File: src/hdl/mmc3_pkg.sv
// MMC3 mapper shared types and fixed address constants
// Widths follow the iNES mapper 4 bus layout
`default_nettype none

package mmc3_pkg;

	// Bus widths
	typedef logic [15:0] cpu_addr_t;  // CPU address bus
	typedef logic [7:0]  cpu_data_t;  // CPU data byte
	typedef logic [13:0] ppu_addr_t;  // PPU address bus
	typedef logic [21:0] mem_addr_t;  // Mapped memory address in a 4 MB space

	// Mapper register contents
	typedef logic [5:0]  prg_bank_t;  // 8 KB PRG ROM bank number
	typedef logic [7:0]  chr_page_t;  // 1 KB CHR page number
	typedef logic [2:0]  bank_sel_t;  // Bank register index for $8001
	typedef logic [7:0]  irq_count_t; // Scanline latch and counter

	// Fixed PRG banks at the top of the ROM
	localparam prg_bank_t PRG_BANK_LAST        = 6'b111111; // Always at $E000
	localparam prg_bank_t PRG_BANK_SECOND_LAST = 6'b111110; // $C000 or $8000 by mode

	// PRG ROM sits at the bottom of the memory space
	localparam logic [2:0] PRG_ROM_BASE = 3'b000;

	// Top 9 bits of the 8 KB PRG RAM window
	localparam logic [8:0] PRG_RAM_BASE = 9'b111100000;

	// 256 KB CHR ROM/RAM region starting at 2 MB
	localparam logic [3:0] CHR_BASE = 4'b1000;

	// PPU A12 must stay low this many ce cycles before a rise counts.
	// Filters out the A12 toggles between sprite and background fetches.
	localparam logic [3:0] A12_FILTER_LOAD = 4'd15;

endpackage

`default_nettype wire

File: src/hdl/mmc3_reg_decode.sv
// MMC3 CPU register decoder
// Turns writes at $8000-$FFFF into bank, mode, mirroring, RAM and IRQ controls
`default_nettype none

module mmc3_reg_decode (
	input  logic                  clk,
	input  logic                  rst,
	input  logic                  ce,                // CPU M2 strobe
	input  logic                  prg_write,         // CPU write level
	input  mmc3_pkg::cpu_addr_t   prg_ain,
	input  mmc3_pkg::cpu_data_t   prg_din,
	output logic                  prg_mode,          // Swaps $8000 and $C000 windows
	output logic                  chr_invert,        // Swaps CHR halves
	output logic                  mirror_horizontal,
	output logic                  ram_enable,
	output logic                  ram_protect,
	output mmc3_pkg::prg_bank_t   prg_bank_0,        // R6
	output mmc3_pkg::prg_bank_t   prg_bank_1,        // R7
	output mmc3_pkg::chr_page_t   chr_bank_0,        // R0, 2 KB
	output mmc3_pkg::chr_page_t   chr_bank_1,        // R1, 2 KB
	output mmc3_pkg::chr_page_t   chr_bank_2,        // R2, 1 KB
	output mmc3_pkg::chr_page_t   chr_bank_3,        // R3, 1 KB
	output mmc3_pkg::chr_page_t   chr_bank_4,        // R4, 1 KB
	output mmc3_pkg::chr_page_t   chr_bank_5,        // R5, 1 KB
	output mmc3_pkg::irq_count_t  irq_latch,
	output logic                  irq_reload_wr,     // $C001 write strobe
	output logic                  irq_enable_wr,     // $E001 write strobe
	output logic                  irq_disable_wr     // $E000 write strobe
);

	import mmc3_pkg::*;

	bank_sel_t   bank_select;  // Target of the next $8001 write
	logic        reg_wr;       // Qualified write into mapper space
	logic [2:0]  reg_sel;      // {A14, A13, A0}

	assign reg_wr  = ce && prg_write && prg_ain[15];
	assign reg_sel = {prg_ain[14:13], prg_ain[0]};

	// IRQ control pulses, one clock each
	assign irq_reload_wr  = reg_wr && (reg_sel == 3'b101);
	assign irq_disable_wr = reg_wr && (reg_sel == 3'b110);
	assign irq_enable_wr  = reg_wr && (reg_sel == 3'b111);

	always_ff @(posedge clk) begin
		if (rst) begin
			bank_select       <= '0;
			prg_mode          <= 1'b0;
			chr_invert        <= 1'b0;
			mirror_horizontal <= 1'b0;
			ram_enable        <= 1'b0;
			ram_protect       <= 1'b0;
			prg_bank_0        <= '0;
			prg_bank_1        <= '0;
			chr_bank_0        <= '0;
			chr_bank_1        <= '0;
			chr_bank_2        <= '0;
			chr_bank_3        <= '0;
			chr_bank_4        <= '0;
			chr_bank_5        <= '0;
			irq_latch         <= '0;
		end else if (reg_wr) begin
			case (reg_sel)
				3'b000: begin // $8000 bank select
					chr_invert  <= prg_din[7];
					prg_mode    <= prg_din[6];
					bank_select <= prg_din[2:0];
				end
				3'b001: begin // $8001 bank data
					case (bank_select)
						3'd0: chr_bank_0 <= {prg_din[7:1], 1'b0}; // Even page of the 2 KB pair
						3'd1: chr_bank_1 <= {prg_din[7:1], 1'b0};
						3'd2: chr_bank_2 <= prg_din;
						3'd3: chr_bank_3 <= prg_din;
						3'd4: chr_bank_4 <= prg_din;
						3'd5: chr_bank_5 <= prg_din;
						3'd6: prg_bank_0 <= prg_din[5:0]; // 64 banks max
						3'd7: prg_bank_1 <= prg_din[5:0];
					endcase
				end
				3'b010: mirror_horizontal <= prg_din[0]; // $A000
				3'b011: begin // $A001 RAM control
					ram_enable  <= prg_din[7];
					ram_protect <= prg_din[6];
				end
				3'b100: irq_latch <= prg_din; // $C000
				default: ; // IRQ strobes handled above
			endcase
		end
	end

endmodule

`default_nettype wire

File: src/hdl/mmc3_prg_map.sv
// MMC3 PRG address mapping
// Maps CPU addresses onto PRG ROM banks or the PRG RAM window
`default_nettype none

module mmc3_prg_map (
	input  logic                 prg_write,
	input  mmc3_pkg::cpu_addr_t  prg_ain,
	input  logic                 prg_mode,
	input  logic                 ram_enable,
	input  logic                 ram_protect,
	input  mmc3_pkg::prg_bank_t  prg_bank_0,
	input  mmc3_pkg::prg_bank_t  prg_bank_1,
	output mmc3_pkg::mem_addr_t  prg_aout,
	output logic                 prg_allow  // Access granted for this cycle
);

	import mmc3_pkg::*;

	prg_bank_t  prg_sel;  // Bank for the current 8 KB window
	logic       in_ram;   // $6000-$7FFF
	logic       ram_ok;   // RAM access permitted

	// Window select from A14:A13
	always_comb begin
		case ({prg_ain[14:13], prg_mode})
			3'b00_0: prg_sel = prg_bank_0;            // $8000 R6
			3'b00_1: prg_sel = PRG_BANK_SECOND_LAST;  // $8000 fixed in mode 1
			3'b01_0,
			3'b01_1: prg_sel = prg_bank_1;            // $A000 R7 either mode
			3'b10_0: prg_sel = PRG_BANK_SECOND_LAST;  // $C000 fixed in mode 0
			3'b10_1: prg_sel = prg_bank_0;            // $C000 R6 in mode 1
			default: prg_sel = PRG_BANK_LAST;         // $E000 always last
		endcase
	end

	assign in_ram = (prg_ain[15:13] == 3'b011);
	// Protect blocks writes only, reads still pass
	assign ram_ok = in_ram && ram_enable && !(ram_protect && prg_write);

	assign prg_aout = ram_ok ? {PRG_RAM_BASE, prg_ain[12:0]}
	                         : {PRG_ROM_BASE, prg_sel, prg_ain[12:0]};

	// ROM is read only
	assign prg_allow = (prg_ain[15] && !prg_write) || ram_ok;

endmodule

`default_nettype wire

File: src/hdl/mmc3_chr_map.sv
// MMC3 CHR address mapping and nametable mirroring
// Picks the 1 KB CHR page and routes nametable accesses to CIRAM
`default_nettype none

module mmc3_chr_map (
	input  mmc3_pkg::ppu_addr_t  chr_ain,
	input  logic                 chr_invert,
	input  logic                 mirror_horizontal,
	input  logic                 chr_is_ram,        // Cart has CHR RAM, writes allowed
	input  mmc3_pkg::chr_page_t  chr_bank_0,
	input  mmc3_pkg::chr_page_t  chr_bank_1,
	input  mmc3_pkg::chr_page_t  chr_bank_2,
	input  mmc3_pkg::chr_page_t  chr_bank_3,
	input  mmc3_pkg::chr_page_t  chr_bank_4,
	input  mmc3_pkg::chr_page_t  chr_bank_5,
	output mmc3_pkg::mem_addr_t  chr_aout,
	output logic                 chr_allow,
	output logic                 vram_a10,          // CIRAM A10
	output logic                 vram_ce            // Route to internal 2 KB VRAM
);

	import mmc3_pkg::*;

	logic       half_sel;  // A12 after inversion
	chr_page_t  chr_sel;   // Selected 1 KB page

	assign half_sel = chr_ain[12] ^ chr_invert;

	// Lower half uses the 2 KB pair registers, upper half the 1 KB ones
	always_comb begin
		case ({half_sel, chr_ain[11:10]})
			3'b000,
			3'b001:  chr_sel = {chr_bank_0[7:1], chr_ain[10]};
			3'b010,
			3'b011:  chr_sel = {chr_bank_1[7:1], chr_ain[10]};
			3'b100:  chr_sel = chr_bank_2;
			3'b101:  chr_sel = chr_bank_3;
			3'b110:  chr_sel = chr_bank_4;
			default: chr_sel = chr_bank_5;
		endcase
	end

	assign chr_aout  = {CHR_BASE, chr_sel, chr_ain[9:0]};
	assign chr_allow = chr_is_ram;

	// Horizontal mirroring pairs $2000/$2400, so A11 picks the table
	assign vram_a10 = mirror_horizontal ? chr_ain[11] : chr_ain[10];
	assign vram_ce  = chr_ain[13];

endmodule

`default_nettype wire

File: src/hdl/mmc3_scanline_irq.sv
// MMC3 scanline IRQ counter
// Counts filtered PPU A12 rises and raises the IRQ line at zero
`default_nettype none

module mmc3_scanline_irq (
	input  logic                  clk,
	input  logic                  rst,
	input  logic                  ce,
	input  mmc3_pkg::ppu_addr_t   chr_ain,
	input  mmc3_pkg::irq_count_t  irq_latch,       // Reload value
	input  logic                  irq_reload_wr,
	input  logic                  irq_enable_wr,
	input  logic                  irq_disable_wr,
	output logic                  irq
);

	import mmc3_pkg::*;

	logic [$bits(A12_FILTER_LOAD)-1:0]  filter_cnt;  // Low time since A12 fell
	irq_count_t                         counter;
	irq_count_t                         next_count;
	logic                               reload_pending;
	logic                               irq_enable;
	logic                               a12;
	logic                               clock_event; // Qualified A12 rise

	assign a12 = chr_ain[12];

	// Only a rise after a long enough low period clocks the counter
	assign clock_event = ce && a12 && (filter_cnt == '0);

	assign next_count = ((counter == '0) || reload_pending) ? irq_latch
	                                                        : counter - 1'b1;

	always_ff @(posedge clk) begin
		if (rst) begin
			filter_cnt     <= '0;
			counter        <= '0;
			reload_pending <= 1'b0;
			irq_enable     <= 1'b0;
			irq            <= 1'b0;
		end else begin
			if (ce) begin
				if (a12)
					filter_cnt <= A12_FILTER_LOAD; // Hold off while A12 high
				else if (filter_cnt != '0)
					filter_cnt <= filter_cnt - 1'b1;
			end

			if (clock_event) begin
				counter        <= next_count;
				reload_pending <= 1'b0;
				// Normal revision fires on every zero, latch 0 included
				if ((next_count == '0) && irq_enable)
					irq <= 1'b1;
			end

			// CPU writes win over a same cycle clock event
			if (irq_reload_wr)
				reload_pending <= 1'b1;
			if (irq_enable_wr)
				irq_enable <= 1'b1;
			if (irq_disable_wr) begin
				irq_enable <= 1'b0;
				irq        <= 1'b0; // Also acknowledges a pending IRQ
			end
		end
	end

endmodule

`default_nettype wire

File: src/hdl/mmc3_top.sv
// MMC3 mapper top level, iNES mapper 4
// Joins the register decoder with the PRG, CHR and IRQ units
`default_nettype none

module mmc3_top (
	input  logic                 clk,
	input  logic                 rst,
	input  logic                 ce,          // CPU M2 strobe
	input  mmc3_pkg::cpu_addr_t  prg_ain,
	input  logic                 prg_write,
	input  mmc3_pkg::cpu_data_t  prg_din,
	input  mmc3_pkg::ppu_addr_t  chr_ain,
	input  logic                 chr_is_ram,
	output mmc3_pkg::mem_addr_t  prg_aout,
	output logic                 prg_allow,
	output mmc3_pkg::mem_addr_t  chr_aout,
	output logic                 chr_allow,
	output logic                 vram_a10,
	output logic                 vram_ce,
	output logic                 irq
);

	import mmc3_pkg::*;

	// Register levels
	logic        prg_mode;
	logic        chr_invert;
	logic        mirror_horizontal;
	logic        ram_enable;
	logic        ram_protect;
	prg_bank_t   prg_bank_0;
	prg_bank_t   prg_bank_1;
	chr_page_t   chr_bank_0;
	chr_page_t   chr_bank_1;
	chr_page_t   chr_bank_2;
	chr_page_t   chr_bank_3;
	chr_page_t   chr_bank_4;
	chr_page_t   chr_bank_5;
	irq_count_t  irq_latch;

	// IRQ control strobes
	logic        irq_reload_wr;
	logic        irq_enable_wr;
	logic        irq_disable_wr;

	mmc3_reg_decode u_reg_decode (
		.clk               (clk),
		.rst               (rst),
		.ce                (ce),
		.prg_write         (prg_write),
		.prg_ain           (prg_ain),
		.prg_din           (prg_din),
		.prg_mode          (prg_mode),
		.chr_invert        (chr_invert),
		.mirror_horizontal (mirror_horizontal),
		.ram_enable        (ram_enable),
		.ram_protect       (ram_protect),
		.prg_bank_0        (prg_bank_0),
		.prg_bank_1        (prg_bank_1),
		.chr_bank_0        (chr_bank_0),
		.chr_bank_1        (chr_bank_1),
		.chr_bank_2        (chr_bank_2),
		.chr_bank_3        (chr_bank_3),
		.chr_bank_4        (chr_bank_4),
		.chr_bank_5        (chr_bank_5),
		.irq_latch         (irq_latch),
		.irq_reload_wr     (irq_reload_wr),
		.irq_enable_wr     (irq_enable_wr),
		.irq_disable_wr    (irq_disable_wr)
	);

	mmc3_prg_map u_prg_map (
		.prg_write   (prg_write),
		.prg_ain     (prg_ain),
		.prg_mode    (prg_mode),
		.ram_enable  (ram_enable),
		.ram_protect (ram_protect),
		.prg_bank_0  (prg_bank_0),
		.prg_bank_1  (prg_bank_1),
		.prg_aout    (prg_aout),
		.prg_allow   (prg_allow)
	);

	mmc3_chr_map u_chr_map (
		.chr_ain           (chr_ain),
		.chr_invert        (chr_invert),
		.mirror_horizontal (mirror_horizontal),
		.chr_is_ram        (chr_is_ram),
		.chr_bank_0        (chr_bank_0),
		.chr_bank_1        (chr_bank_1),
		.chr_bank_2        (chr_bank_2),
		.chr_bank_3        (chr_bank_3),
		.chr_bank_4        (chr_bank_4),
		.chr_bank_5        (chr_bank_5),
		.chr_aout          (chr_aout),
		.chr_allow         (chr_allow),
		.vram_a10          (vram_a10),
		.vram_ce           (vram_ce)
	);

	mmc3_scanline_irq u_scanline_irq (
		.clk            (clk),
		.rst            (rst),
		.ce             (ce),
		.chr_ain        (chr_ain),
		.irq_latch      (irq_latch),
		.irq_reload_wr  (irq_reload_wr),
		.irq_enable_wr  (irq_enable_wr),
		.irq_disable_wr (irq_disable_wr),
		.irq            (irq)
	);

endmodule

`default_nettype wire

File: config.mk
export PLATFORM = sky130hd
export DESIGN_NAME = mmc3_top
export DESIGN_NICKNAME = d
export VERILOG_FILES = /design/src/hdl/mmc3_pkg.sv /design/src/hdl/mmc3_reg_decode.sv /design/src/hdl/mmc3_prg_map.sv /design/src/hdl/mmc3_chr_map.sv /design/src/hdl/mmc3_scanline_irq.sv /design/src/hdl/mmc3_top.sv
export SDC_FILE = /design/constraint.sdc
export NUM_CORES = 1
export LEC_CHECK = 0
export ABC_AREA = 1
export BUFFER_PORTS_ARGS = -buffer_cell sky130_fd_sc_hd__buf_2
export CORE_MARGIN = 5
export CORE_UTILIZATION = 56
export DETAILED_ROUTE_END_ITERATION = 10
export PLACE_DENSITY = 0.82
export SYNTH_ARGS = -nofsm -noshare
export SYNTH_HDL_FRONTEND = slang
export SYNTH_SLANG_ARGS = --single-unit
File: constraint.sdc
create_clock -name clk -period 2 [get_ports clk]
set_input_delay 0.4 -clock clk [delete_from_list [all_inputs] [get_ports clk]]
set_output_delay 0.4 -clock clk [all_outputs]
set_load 0.01 [all_outputs]
### Word-level counts from Yosys, hierarchy flattened

Index checks and enable logic that the tools add are counted.

* bits in latches: 0
* output and inout bits: 49
* bits in writable memories: 0
* memories: 0
* ROM bits: 0
* input port bits: 43
* logic and storage cells: 104
* bits in registers: 89

* reduce and logical (&&, ||, !) cells: 46
* shift operators: 0
* multiply operators: 0
* div/mod/pow operators: 0
* order comparisons: 0
* add/subtract/negate cells: 2
* bitwise gates (word level): 1
* muxes and demuxes: 9
* eq/ne operators: 26

Operator list (number)
* $pmux W8 S5: 1
* $eq A3 B3 Y1 const B: 13
* $eq A3 B2 Y1 const B: 9
* $reduce_and A3 Y1: 8
* $mux W22: 1
* $pmux W6 S3: 1
* $logic_not A8 Y1: 2
* $eq A3 B1 Y1 const B: 4
* $logic_and A1 B1 Y1: 12
* $logic_not A3 Y1: 4
* $reduce_and A2 Y1: 6
* $reduce_or A2 Y1: 6
* $mux W4: 2
* $mux W8: 1
* $sub A8 B1 Y8 const B: 1
* $logic_not A4 Y1: 1
* $reduce_bool A2 Y1: 2
* $reduce_bool A4 Y1: 1
* $sub A4 B1 Y4 const B: 1
* $mux W1: 3
* $logic_not A1 Y1: 2
* $logic_or A1 B1 Y1: 2
* $xor A1 B1 Y1: 1

### Logic depth before layout (Yosys ltp)

Gate-level depths: netlist of run 1.

* word-level depth: 6
* gate-level depth with buffers: 11
* depth with buffers taken out: 11

### Cells and area by module

A second synthesis of run 1 with hierarchy kept.

* cells, all modules: 799
* area, all modules: 5096.1 um^2

Modules (own cells, without submodules)
* mmc3_reg_decode: times used 1, cells each 461, area each 3193.1 um^2, sequential area each 1481.4 um^2
* mmc3_scanline_irq: times used 1, cells each 161, area each 983.4 um^2, sequential area each 300.3 um^2
* mmc3_chr_map: times used 1, cells each 119, area each 596.8 um^2, sequential area each 0.0 um^2
* mmc3_prg_map: times used 1, cells each 58, area each 322.8 um^2, sequential area each 0.0 um^2

### Worst setup path before layout of run 1

OpenSTA, ideal clock, no wires.

* path type: input -> output
* from: input port chr_ain[12]
* to: output port chr_aout[11]
* required time: 1600 ps
* arrival: 1307 ps
* stages: 8
* setup slack: 293 ps
* path buffers: 1
* path through: inv_1 -> nand2_1 -> nand2_1 -> inv_1 -> buf_2 -> nor2_1 -> nand2_1 -> nand3_1

* cells in the longest elaborated chain, start to end: 4
* elaborated cells on any way between the ends: 11
* classes of those cells: eq/ne (6); mux (1); bitwise (1); reduce/logical (3)

Ends and longest elaborated chain
* from (decl): RTL line mmc3_top.sv:12 `input mmc3_pkg::ppu_addr_t chr_ain,`
* $xor A1 B1 Y1 (*): RTL line mmc3_chr_map.sv:27 `assign half_sel = chr_ain[12] ^ chr_invert;`
* $eq A3 B2 Y1, or another cell as far along: RTL line mmc3_chr_map.sv:31 `case ({half_sel, chr_ain[11:10]})`
* $reduce_or A2 Y1: RTL line mmc3_chr_map.sv:31
* $pmux W8 S5 (*): RTL line mmc3_chr_map.sv:31
* to (decl): RTL line mmc3_top.sv:16 `output mmc3_pkg::mem_addr_t chr_aout,`

Every way passes the cells marked *; elsewhere a longest branch is shown, timed or not.

### Final worst setup path of run 1

* from: register u_reg_decode.chr_invert
* to: output port chr_aout[16]

* cells in the longest elaborated chain, start to end: 4
* elaborated cells on any way between the ends: 11
* classes of those cells: eq/ne (6); mux (1); bitwise (1); reduce/logical (3)

Ends and longest elaborated chain
* from (decl): RTL line mmc3_reg_decode.sv:13 `output logic chr_invert,`
* from (signal assigned): RTL line mmc3_reg_decode.sv:65 `chr_invert <= prg_din[7];`
* $xor A1 B1 Y1 (*): RTL line mmc3_chr_map.sv:27
* $eq A3 B2 Y1, or another cell as far along: RTL line mmc3_chr_map.sv:31
* $reduce_or A2 Y1: RTL line mmc3_chr_map.sv:31
* $pmux W8 S5 (*): RTL line mmc3_chr_map.sv:31

Marks and branches as above.

==> out/results.tsv, run 1 <==
metric	value	unit
via_per_inst	5.55	
diodes	0	
worstSetupEndpointType	output port	
ctsHtreeMaxLevel	3	
track_usage	0.224	
antenna_found_initial	0	
cts_sinks	89	
drive_above_1_share	0.237	
final_util	0.626	
critPathKind	flop to output port	
gp_congestion	1.00	
cp_slowest_cell	dfxtp_2	
syn_inst	651	
wl_per_cell	15.1	um
p_leak	2.02	nW
maxCapViolCount	0	
irDropWorstVdd	0.498	mV
final-max-slew-violation-count	0	
max_slew_margin	0.537	
clock_latency	0.36	ns
max_freq	0.500	GHz
rows	33	
die_h	102	um
synth_top_area_frac	0.376	
async_reset_ff_frac	0	
yosys_warnings	0	
cts-root-buf	clkbuf_8	
synth_top_cell_by_area	dfxtp_1	
io_buffers	39	
layout_min_cycle_time	2.00	ns
fin_total_pwr	3.72	mW
crit_chain	inv_2 -> nand2_2 -> nand2_4 -> inv_8 -> nand3_4 -> o22ai_2 -> nor2_2 -> nand3_1 -> buf_2	
core-area	8220	um2
synthTopCellsByArea	dfxtp_1, nand2_1, nor2_1	
syn-cell-area	4740	um2
drc	0	
synthMostInstantiatedCell	nand2_1	
wl	11500	um
cts_tree	yes	
ys_types	33	
tightest_slew	0.694	ns
cts_buffers	9	
area_growth	8.58	%
crit_family	simple AND/OR/NAND/NOR gates	
initial_core_util	0.577	
clk_pin_slew	0.10	ns
avgSynthCellArea	7.28	um2
worst_setup_path_start_kind	flop	
first_pass_iters	5	
cp_data_arrival_time	1.60	ns
crit_buf_inv	3	
rsz0062_at_grt	true	
hold_path_class	input pin to flop	
power.density	723	nW/um2
ant_nets	0	
dpl.cell_count	745	
stdcell_count	762	
synth_commonest_cells	nand2_1, nor2_1, dfxtp_1, inv_1, buf_4	
ios	92	
setup_tns	0	ns
cp_max_fo	7	
min_period_over_period	0.999	
synth_seq_cells	89	
cts_hold_buf	0	
ys.flop_type	dfxtp_1	
die_x	102	um
synth_edf_count	0	
grt_max_degree	59	
nNetsFinal	699	
dieArea	10400	um2
nFillCells	661	
dr.first_iter.drc_count	299	
cts_buffer_depth	2	
grt_pass1_wl	18700	um
slowest_delay	0.35	ns
hold_slack	0.359	ns
dpl.hpwl	7840	um
outcome	finished clean	
vias	4227	
hold_viol	0	
setup_viol	0	
grt_pass1_vias	3888	
globalRouteOverflowTotal	0	
critical_path_required	1.60	ns
finClkSkew	0.00655	ns
seq_area_frac_synth	0.376	
-- per-layer routing --
metal	share of wire	global-route usage	wire length (um)	vias to the layer above
met3	0.071	0.0273	814	40
met1	0.41	0.288	4760	1940
met5	0	0	0	-
met4	0.030	0.0868	344	0
li1	-	-	-	2079
met2	0.49	0.382	5620	168
-- logic make-up (layout without fill, tap and decap cells) --
kind of cell | Yosys count | in the layout | share of synthesized area
and+or+nand+nor | 294 | 294 | 0.278
adders and majority gates | 4 | 4 | 0.0106
xor gates and xnor gates | 2 | 2 | 0.00370
other | 2 | 4 | 0.00158
DFF | 89 | 89 | 0.376
AOI/OAI and AO/OA | 110 | 110 | 0.177
buffers and inverters | 150 | 154 | 0.153
-- report_power, final --
| group | total, mW | internal (mW) | switching, mW | leakage [nW] |
|---|---|---|---|---|
| combinational | 0.565 | 0.181 | 0.384 | 1.20 |
| sequential | 1.82 | 1.80 | 0.0247 | 0.719 |
| clock | 1.33 | 0.604 | 0.726 | 0.100 |
-- metrics by stage --
stage	cell area (um2)	setup WS [ns]
2_1_floorplan	4750	0.293
3_5_place_dp	4760	-0.00641
3_3_place_gp	4760	0.0771
4_1_cts	5060	0.00737
6_report	5140	0.00176
5_1_grt	5140	-0.0615
-- worst paths after layout --
path / endpoint / slack, ns / cells after the start / start
setup / recovery: chr_aout[16] / 0.002 / 9 / u_reg_decode.chr_invert
hold / removal: u_scanline_irq.filter_cnt[2] / 0.36 / 3 / chr_ain[12]
setup reg to reg: u_scanline_irq.irq / 0.34 / 11 / u_scanline_irq.counter[0]
hold reg to reg: u_scanline_irq.irq / 0.46 / 2 / u_scanline_irq.irq
-- worst reg2reg max path: stages, from the launching register on --
cell,delay (ns)
dfxtp_1,0.37
inv_1,0.09
ha_1,0.21
nand2_1,0.15
nor2_1,0.08
nor2_2,0.20
nand2_1,0.08
nand2_1,0.10
nand2_1,0.06
nor2_1,0.08
nand3_1,0.08
a21oi_1,0.12
-- cells in the final DEF, fill, tap and decap left out, types with 3 or more instances in the layout --
master and count:
conb_1 4, nand2_1 102, nor3_2 3, dfxtp_1 88, a31oi_1 6, a211oi_2 31
o22ai_2 11, inv_2 12, nor2_4 6, nand2_2 7, inv_8 3, nand3_4 4
nor3_1 26, nor2_2 9, a21oi_1 30, ha_1 4, o22ai_1 3, o21ai_0 17
buf_4 9, nand3_1 20, o21ai_1 3, a211oi_1 5, buf_2 38, clkbuf_8 9
inv_1 76, nor2_1 101, nand4_1 9
-- flip-flops by register name, summed over array words and instances, names as in the netlist, 3 cells and up --
signal,cells
u_reg_decode.bank_select,3
u_reg_decode.chr_bank_0,7
u_reg_decode.prg_bank_1,6
u_scanline_irq.filter_cnt,4
u_reg_decode.chr_bank_2,8
u_reg_decode.chr_bank_4,8
u_reg_decode.chr_bank_3,8
u_reg_decode.chr_bank_1,7
u_reg_decode.prg_bank_0,6
u_reg_decode.irq_latch,8
u_reg_decode.chr_bank_5,8
u_scanline_irq.counter,8
-- final cells by class --
| type | instances | area (um2) | share of cell area |
|---|---|---|---|
| Clock buffer | 9 | 124 | 0.0241 |
| Inverter | 89 | 342 | 0.0664 |
| Sequential cell | 89 | 1780 | 0.347 |
| Clock inverter | 7 | 85.1 | 0.0165 |
| Timing Repair Buffer | 49 | 289 | 0.0562 |
| Tap cell | 105 | 131 | 0.0255 |
| Multi-Input combinational cell | 414 | 2390 | 0.465 |
-- timing repair --
item,4_1_cts,5_1_grt
setup buffers,0,1
setup endpoints to repair,8,11
pin swaps,4,11
resized for setup,23,18
Note: power is estimated with default switching activity, not from simulation.
==> inputs of run 2 (changes only) <==
--- a/config.mk
+++ b/config.mk
@@ -11,6 +11,7 @@
 export CORE_UTILIZATION = 56
 export DETAILED_ROUTE_END_ITERATION = 10
 export PLACE_DENSITY = 0.82
+export SETUP_SLACK_MARGIN = 0.5
 export SYNTH_ARGS = -nofsm -noshare
 export SYNTH_HDL_FRONTEND = slang
 export SYNTH_SLANG_ARGS = --single-unit
==> run 2 against run 1 <==
Net effect: the flow now finishes with violations (negative setup slack); total power increased by 0.32%; sequential share of layout area is 1.4 points lower; highest routed layer unchanged; cell count increased by 0.66%; die area is the same; maximum frequency shrank 4.6%; critical path type unchanged; combinational power is 25% higher; register-to-register slack improved by 0.14 ns; count of clock-buffer cells in the layout did not move; global-route usage rose by 1.0 points; critical path depth stayed put; non-clock buffer count up 5.
==> out/results.tsv, run 2 (synthesized netlist as in run 1, its figures left out) <==
metric	value	unit
layout_common_cells	nor2_1, nand2_1, dfxtp_1	
dr.first_iter.drc_count	451	
holdCritStartpoint	chr_ain[12]	
drc	0	
final_common_cell	nor2_1	
combPwrFrac	0.190	
globalRouteOverflowTotal	0	
p_sw	1.21	mW
gp_congestion	1.06	
final-max-slew-violation-count	0	
power_switching_share	0.324	
track_usage	0.234	
wl_per_cell	16.1	um
r2r-start	u_scanline_irq.counter[0]	
cts_buffer_depth	2	
worstSetupEndpointType	output port	
r2r_setup_slack	0.48	ns
final_util	0.659	
p_int	2.52	mW
nFillCells	625	
crit_chain	inv_2 -> nand2_2 -> nand2_4 -> inv_8 -> nand3_4 -> o22ai_1 -> nor2_1 -> nand3_1 -> buf_2	
clkPwrFrac	0.320	
timing.reg2reg.worst_path_depth	10	
die_h	102	um
io_buffers	39	
tightest_slew	0.601	ns
first_pass_iters	6	
max_slew_margin	0.599	
via_per_inst	5.72	
violations	negative setup slack	
dpl.hpwl	8060	um
maxCapViolCount	0	
grt_max_degree	48	
clock_latency	0.37	ns
grt_pass1_wl	19400	um
min_period_over_period	1.05	
die_x	102	um
seqCellArea	1800	um2
crit_buf_inv	3	
crit_family	simple AND/OR/NAND/NOR gates	
ctsHtreeMaxLevel	3	
vias	4389	
ant_nets	0	
irDropWorstVdd	0.413	mV
cts_buffers	9	
area_growth	14.2	%
setup_tns	-0.282	ns
core-area	8220	um2
startpoint	u_reg_decode.chr_invert	
cts_tree	yes	
hold_viol	0	
cp_slowest_cell	dfxtp_2	
hold_slack	0.341	ns
cts-root-buf	clkbuf_8	
cp_data_arrival_time	1.70	ns
p_seq_frac	0.490	
grt_pass1_vias	4180	
worst_setup_path_start_kind	flop	
whs_endpoint	u_scanline_irq.filter_cnt[1]	
fin_ws	-0.0957	ns
critPathKind	flop to output port	
clk_pin_slew	0.10	ns
outcome	finished with violations	
max_freq	0.477	GHz
r2r-end	u_scanline_irq.irq	
hold_path_class	input pin to flop	
finClkSkew	0.0108	ns
rsz0062_at_grt	true	
slowest_delay	0.36	ns
initial_core_util	0.577	
p_leak	2.10	nW
multi_input_area	2560	um2
cp.depth	9	
cp_max_fo	8	
rows	33	
diodes	0	
nNetsFinal	704	
setup_viol	8	
dieArea	10400	um2
drive_above_1_share	0.323	
power.density	689	nW/um2
antenna_found_initial	0	
wl	12400	um
ios	92	
cts_sinks	89	
critical_path_required	1.60	ns
hold_depth	3	
layout_min_cycle_time	2.10	ns
run 2: changes by cell type in the layout (fill, tap and decap cells not counted), moves of 9 or more:
| cell | previous run | this run |
|---|---|---|
| nand2_2 | 7 | 18 |
| nand2_1 | 102 | 87 |
| dfxtp_1 | 88 | 77 |
| inv_1 | 76 | 66 |
| dfxtp_2 | 1 | 10 |
run 2: timing repair:
item                                    CTS  global route
endpoints found under the setup margin   21            59
setup buffers                             6             4
hold buffers                              0             0
cloned                                    0             1
resized for setup                        46            52
pin swaps                                20            15
run 2: how the worst max path moves through the flow:
stage,end,slack [ns]
final,chr_aout[15],-0.1
after global routing,chr_aout[15],-0.16
after detailed placement,chr_aout[13],-0.01
after floorplan,chr_aout[12],0.50
after CTS,chr_aout[17],0.05
after global placement,chr_aout[12],0.07
run 2: layout make-up:
class	instances	share of cell area
Sequential cell	89	0.333
Tap cell	105	0.0243
Multi-Input combinational cell	414	0.474
Timing Repair Buffer	54	0.0693
Inverter	89	0.0652
Clock buffer	9	0.0229
Clock inverter	7	0.0116
run 2: routing by layer:
metal  global-route usage  vias to the layer above  share of wire
met5                    0                        -              0
met4               0.0838                        0          0.032
met3               0.0662                       50          0.078
met2                0.391                      206           0.50
met1                0.288                     2056           0.39
li1                     -                     2077              -
run 2: tightest hold or removal path, delay by kind of cell:
kind                   cells  cell delay [ns]
AOI/OAI and AO/OA          1             0.08
buffers and inverters      2             0.20
run 2: power groups by stage:
stage / Clock [mW] / Sequential [mW] / Combinational [mW]
4_1_cts: 1.19 / 1.82 / 0.598
3_5_place_dp: 0 / 1.86 / 0.535
3_3_place_gp: 0 / 1.86 / 0.526
6_report: 1.19 / 1.83 / 0.708
5_1_grt: 1.28 / 1.83 / 0.770
2_1_floorplan: 0 / 1.86 / 0.467
run 2: per-stage QoR:
stage          instance area [um2]  power (mW)  setup WS, ns  std cells
3_3_place_gp                  4810        2.39        0.0724        740
5_1_grt                       5410        3.88        -0.160        767
2_1_floorplan                 4840        2.33         0.501        653
4_1_cts                       5190        3.61        0.0469        762
6_report                      5410        3.73       -0.0957        767
3_5_place_dp                  4810        2.40       -0.0108        740
==> inputs of run 3 (changes only) <==
--- a/config.mk
+++ b/config.mk
@@ -7,6 +7,7 @@
 export LEC_CHECK = 0
 export ABC_AREA = 1
 export BUFFER_PORTS_ARGS = -buffer_cell sky130_fd_sc_hd__buf_2
+export CORE_ASPECT_RATIO = 1.4
 export CORE_MARGIN = 5
 export CORE_UTILIZATION = 56
 export DETAILED_ROUTE_END_ITERATION = 10
==> run 3 against run 2 <==
Net effect: critical path type unchanged; die area increased by 0.25%; the flow still finishes with violations (negative setup slack); global-route usage decreased by 0.37 points; clock power increased by 56%; sequential power about the same; critical path depth unchanged; sequential share of layout area decreased by 1.4 points; combinational power increased by 4.7%; count of clock-buffer cells in the layout increased by 1; critical endpoint unchanged.
==> out/results.tsv, run 3 (synthesized netlist as in run 1, its figures left out) <==
metric	value	unit
grt_max_degree	46	
wl	12400	um
critPathKind	flop to output port	
stdcell_count	776	
nFillCells	603	
rsz0062_at_grt	true	
tightest_slew	0.495	ns
p_sw	1.23	mW
die_x	87.7	um
timing.reg2reg.worst_path_depth	11	
cts-root-buf	clkbuf_16	
dpl.hpwl	7830	um
r2r-start	u_scanline_irq.counter[0]	
cp_data_arrival_time	1.66	ns
nNetsFinal	716	
cts_sinks	89	
holdCritStartpoint	chr_ain[12]	
core-area	8200	um2
hold_viol	0	
power.density	785	nW/um2
dpl.cell_count	741	
r2r_setup_slack	0.43	ns
grt_pass1_vias	4080	
fin_total_pwr	4.43	mW
startpoint	u_reg_decode.chr_invert	
first_pass_iters	5	
cts_tree	yes	
clock_latency	0.35	ns
outcome	finished with violations	
violations	negative setup slack	
max_freq	0.485	GHz
gp_congestion	0.885	
hold_path_class	input pin to flop	
setup_viol	4	
irDropWorstVdd	0.600	mV
grt_pass1_wl	19000	um
ant_nets	0	
clk_pin_slew	0.06	ns
p_seq_frac	0.413	
finClkSkew	0.00554	ns
layout_common_cells	nor2_1, nand2_1, dfxtp_1	
globalRouteOverflowTotal	0	
fin_ws	-0.0633	ns
combPwrFrac	0.167	
cp_max_fo	7	
max_slew_margin	0.667	
area_growth	19.3	%
final_common_cell	nor2_1	
drc	0	
dr.first_iter.drc_count	266	
maxCapViolCount	0	
io_buffers	39	
hold_slack	0.359	ns
p_leak	2.24	nW
hold_depth	3	
via_per_inst	5.59	
rows	39	
r2r-end	u_scanline_irq.irq	
power_switching_share	0.278	
min_period_over_period	1.03	
cts_buffers	9	
critical_path_required	1.60	ns
antenna_found_initial	0	
clkPwrFrac	0.420	
vias	4334	
cts_buffer_depth	2	
whs_endpoint	u_scanline_irq.filter_cnt[1]	
worst_setup_path_start_kind	flop	
ios	92	
worstSetupEndpointType	output port	
wl_per_cell	16.0	um
initial_core_util	0.578	
die_h	119	um
final-max-slew-violation-count	0	
ctsHtreeMaxLevel	3	
diodes	0	
layout_min_cycle_time	2.06	ns
track_usage	0.230	
drive_above_1_share	0.331	
dieArea	10400	um2
p_int	3.20	mW
==> run 3: layer usage <==
| layer | GRT usage | share of wire |
|---|---|---|
| met1 | 0.257 | 0.39 |
| met2 | 0.408 | 0.52 |
| met3 | 0.0539 | 0.050 |
| met4 | 0.0950 | 0.043 |
| met5 | 0 | 0 |
==> run 3: worst max path at each step <==
| stage | to | slack (ns) |
|---|---|---|
| after floorplan | chr_aout[12] | 0.50 |
| after global placement | chr_aout[14] | 0.11 |
| after detailed placement | chr_aout[14] | 0.1 |
| after CTS | chr_aout[14] | 0.03 |
| after global routing | chr_aout[15] | -0.12 |
| final | chr_aout[15] | -0.06 |
==> run 3: layout make-up <==
cell class / count / area (um2) / area share
well taps: 102 / 128 / 0.0226
flip-flops and latches: 89 / 1800 / 0.319
inverters: 89 / 355 / 0.0629
multi-input cells: 414 / 2530 / 0.448
repair buffers: 66 / 500 / 0.0886
clock buffers: 10 / 239 / 0.0423
clock inverters: 6 / 90.1 / 0.0159
==> run 3: power groups by stage <==
stage	combinational [mW]	clock (mW)	sequential, mW
final	0.741	1.86	1.83
after global routing	0.799	1.96	1.83
after CTS	0.640	1.88	1.83
after detailed placement	0.545	0	1.87
after global placement	0.531	0	1.86
after floorplan	0.467	0	1.86
==> run 3: timing repair <==
item / 4_1_cts / 5_1_grt
buffers inserted: 9 / 10
endpoints found under the hold margin: 0 / 0
endpoints found under the setup margin: 25 / 53
resized for setup: 51 / 58
hold buffers: 0 / 0
pin swaps: 30 / 28
==> run 3: critical path, stage by stage (launching register included) <==
cell	delay [ns]
dfxtp_2	0.32
inv_2	0.05
nand2_2	0.06
nand2_4	0.14
inv_8	0.06
buf_6	0.13
nor2_4	0.19
nand2_1	0.11
nand3_1	0.11
buf_2	0.15
==> run 3: stage by stage <==
stage / setup WS (ns) / utilization / TNS (ns) / cell area [um2]
floorplan: 0.501 / - / 0 / 4840
global placement: 0.110 / 0.589 / 0 / 4830
detailed placement: 0.0970 / 0.589 / 0 / 4830
CTS: 0.0271 / 0.658 / 0 / 5390
global route: -0.122 / 0.689 / -0.447 / 5650
finish: -0.0633 / 0.689 / -0.126 / 5650
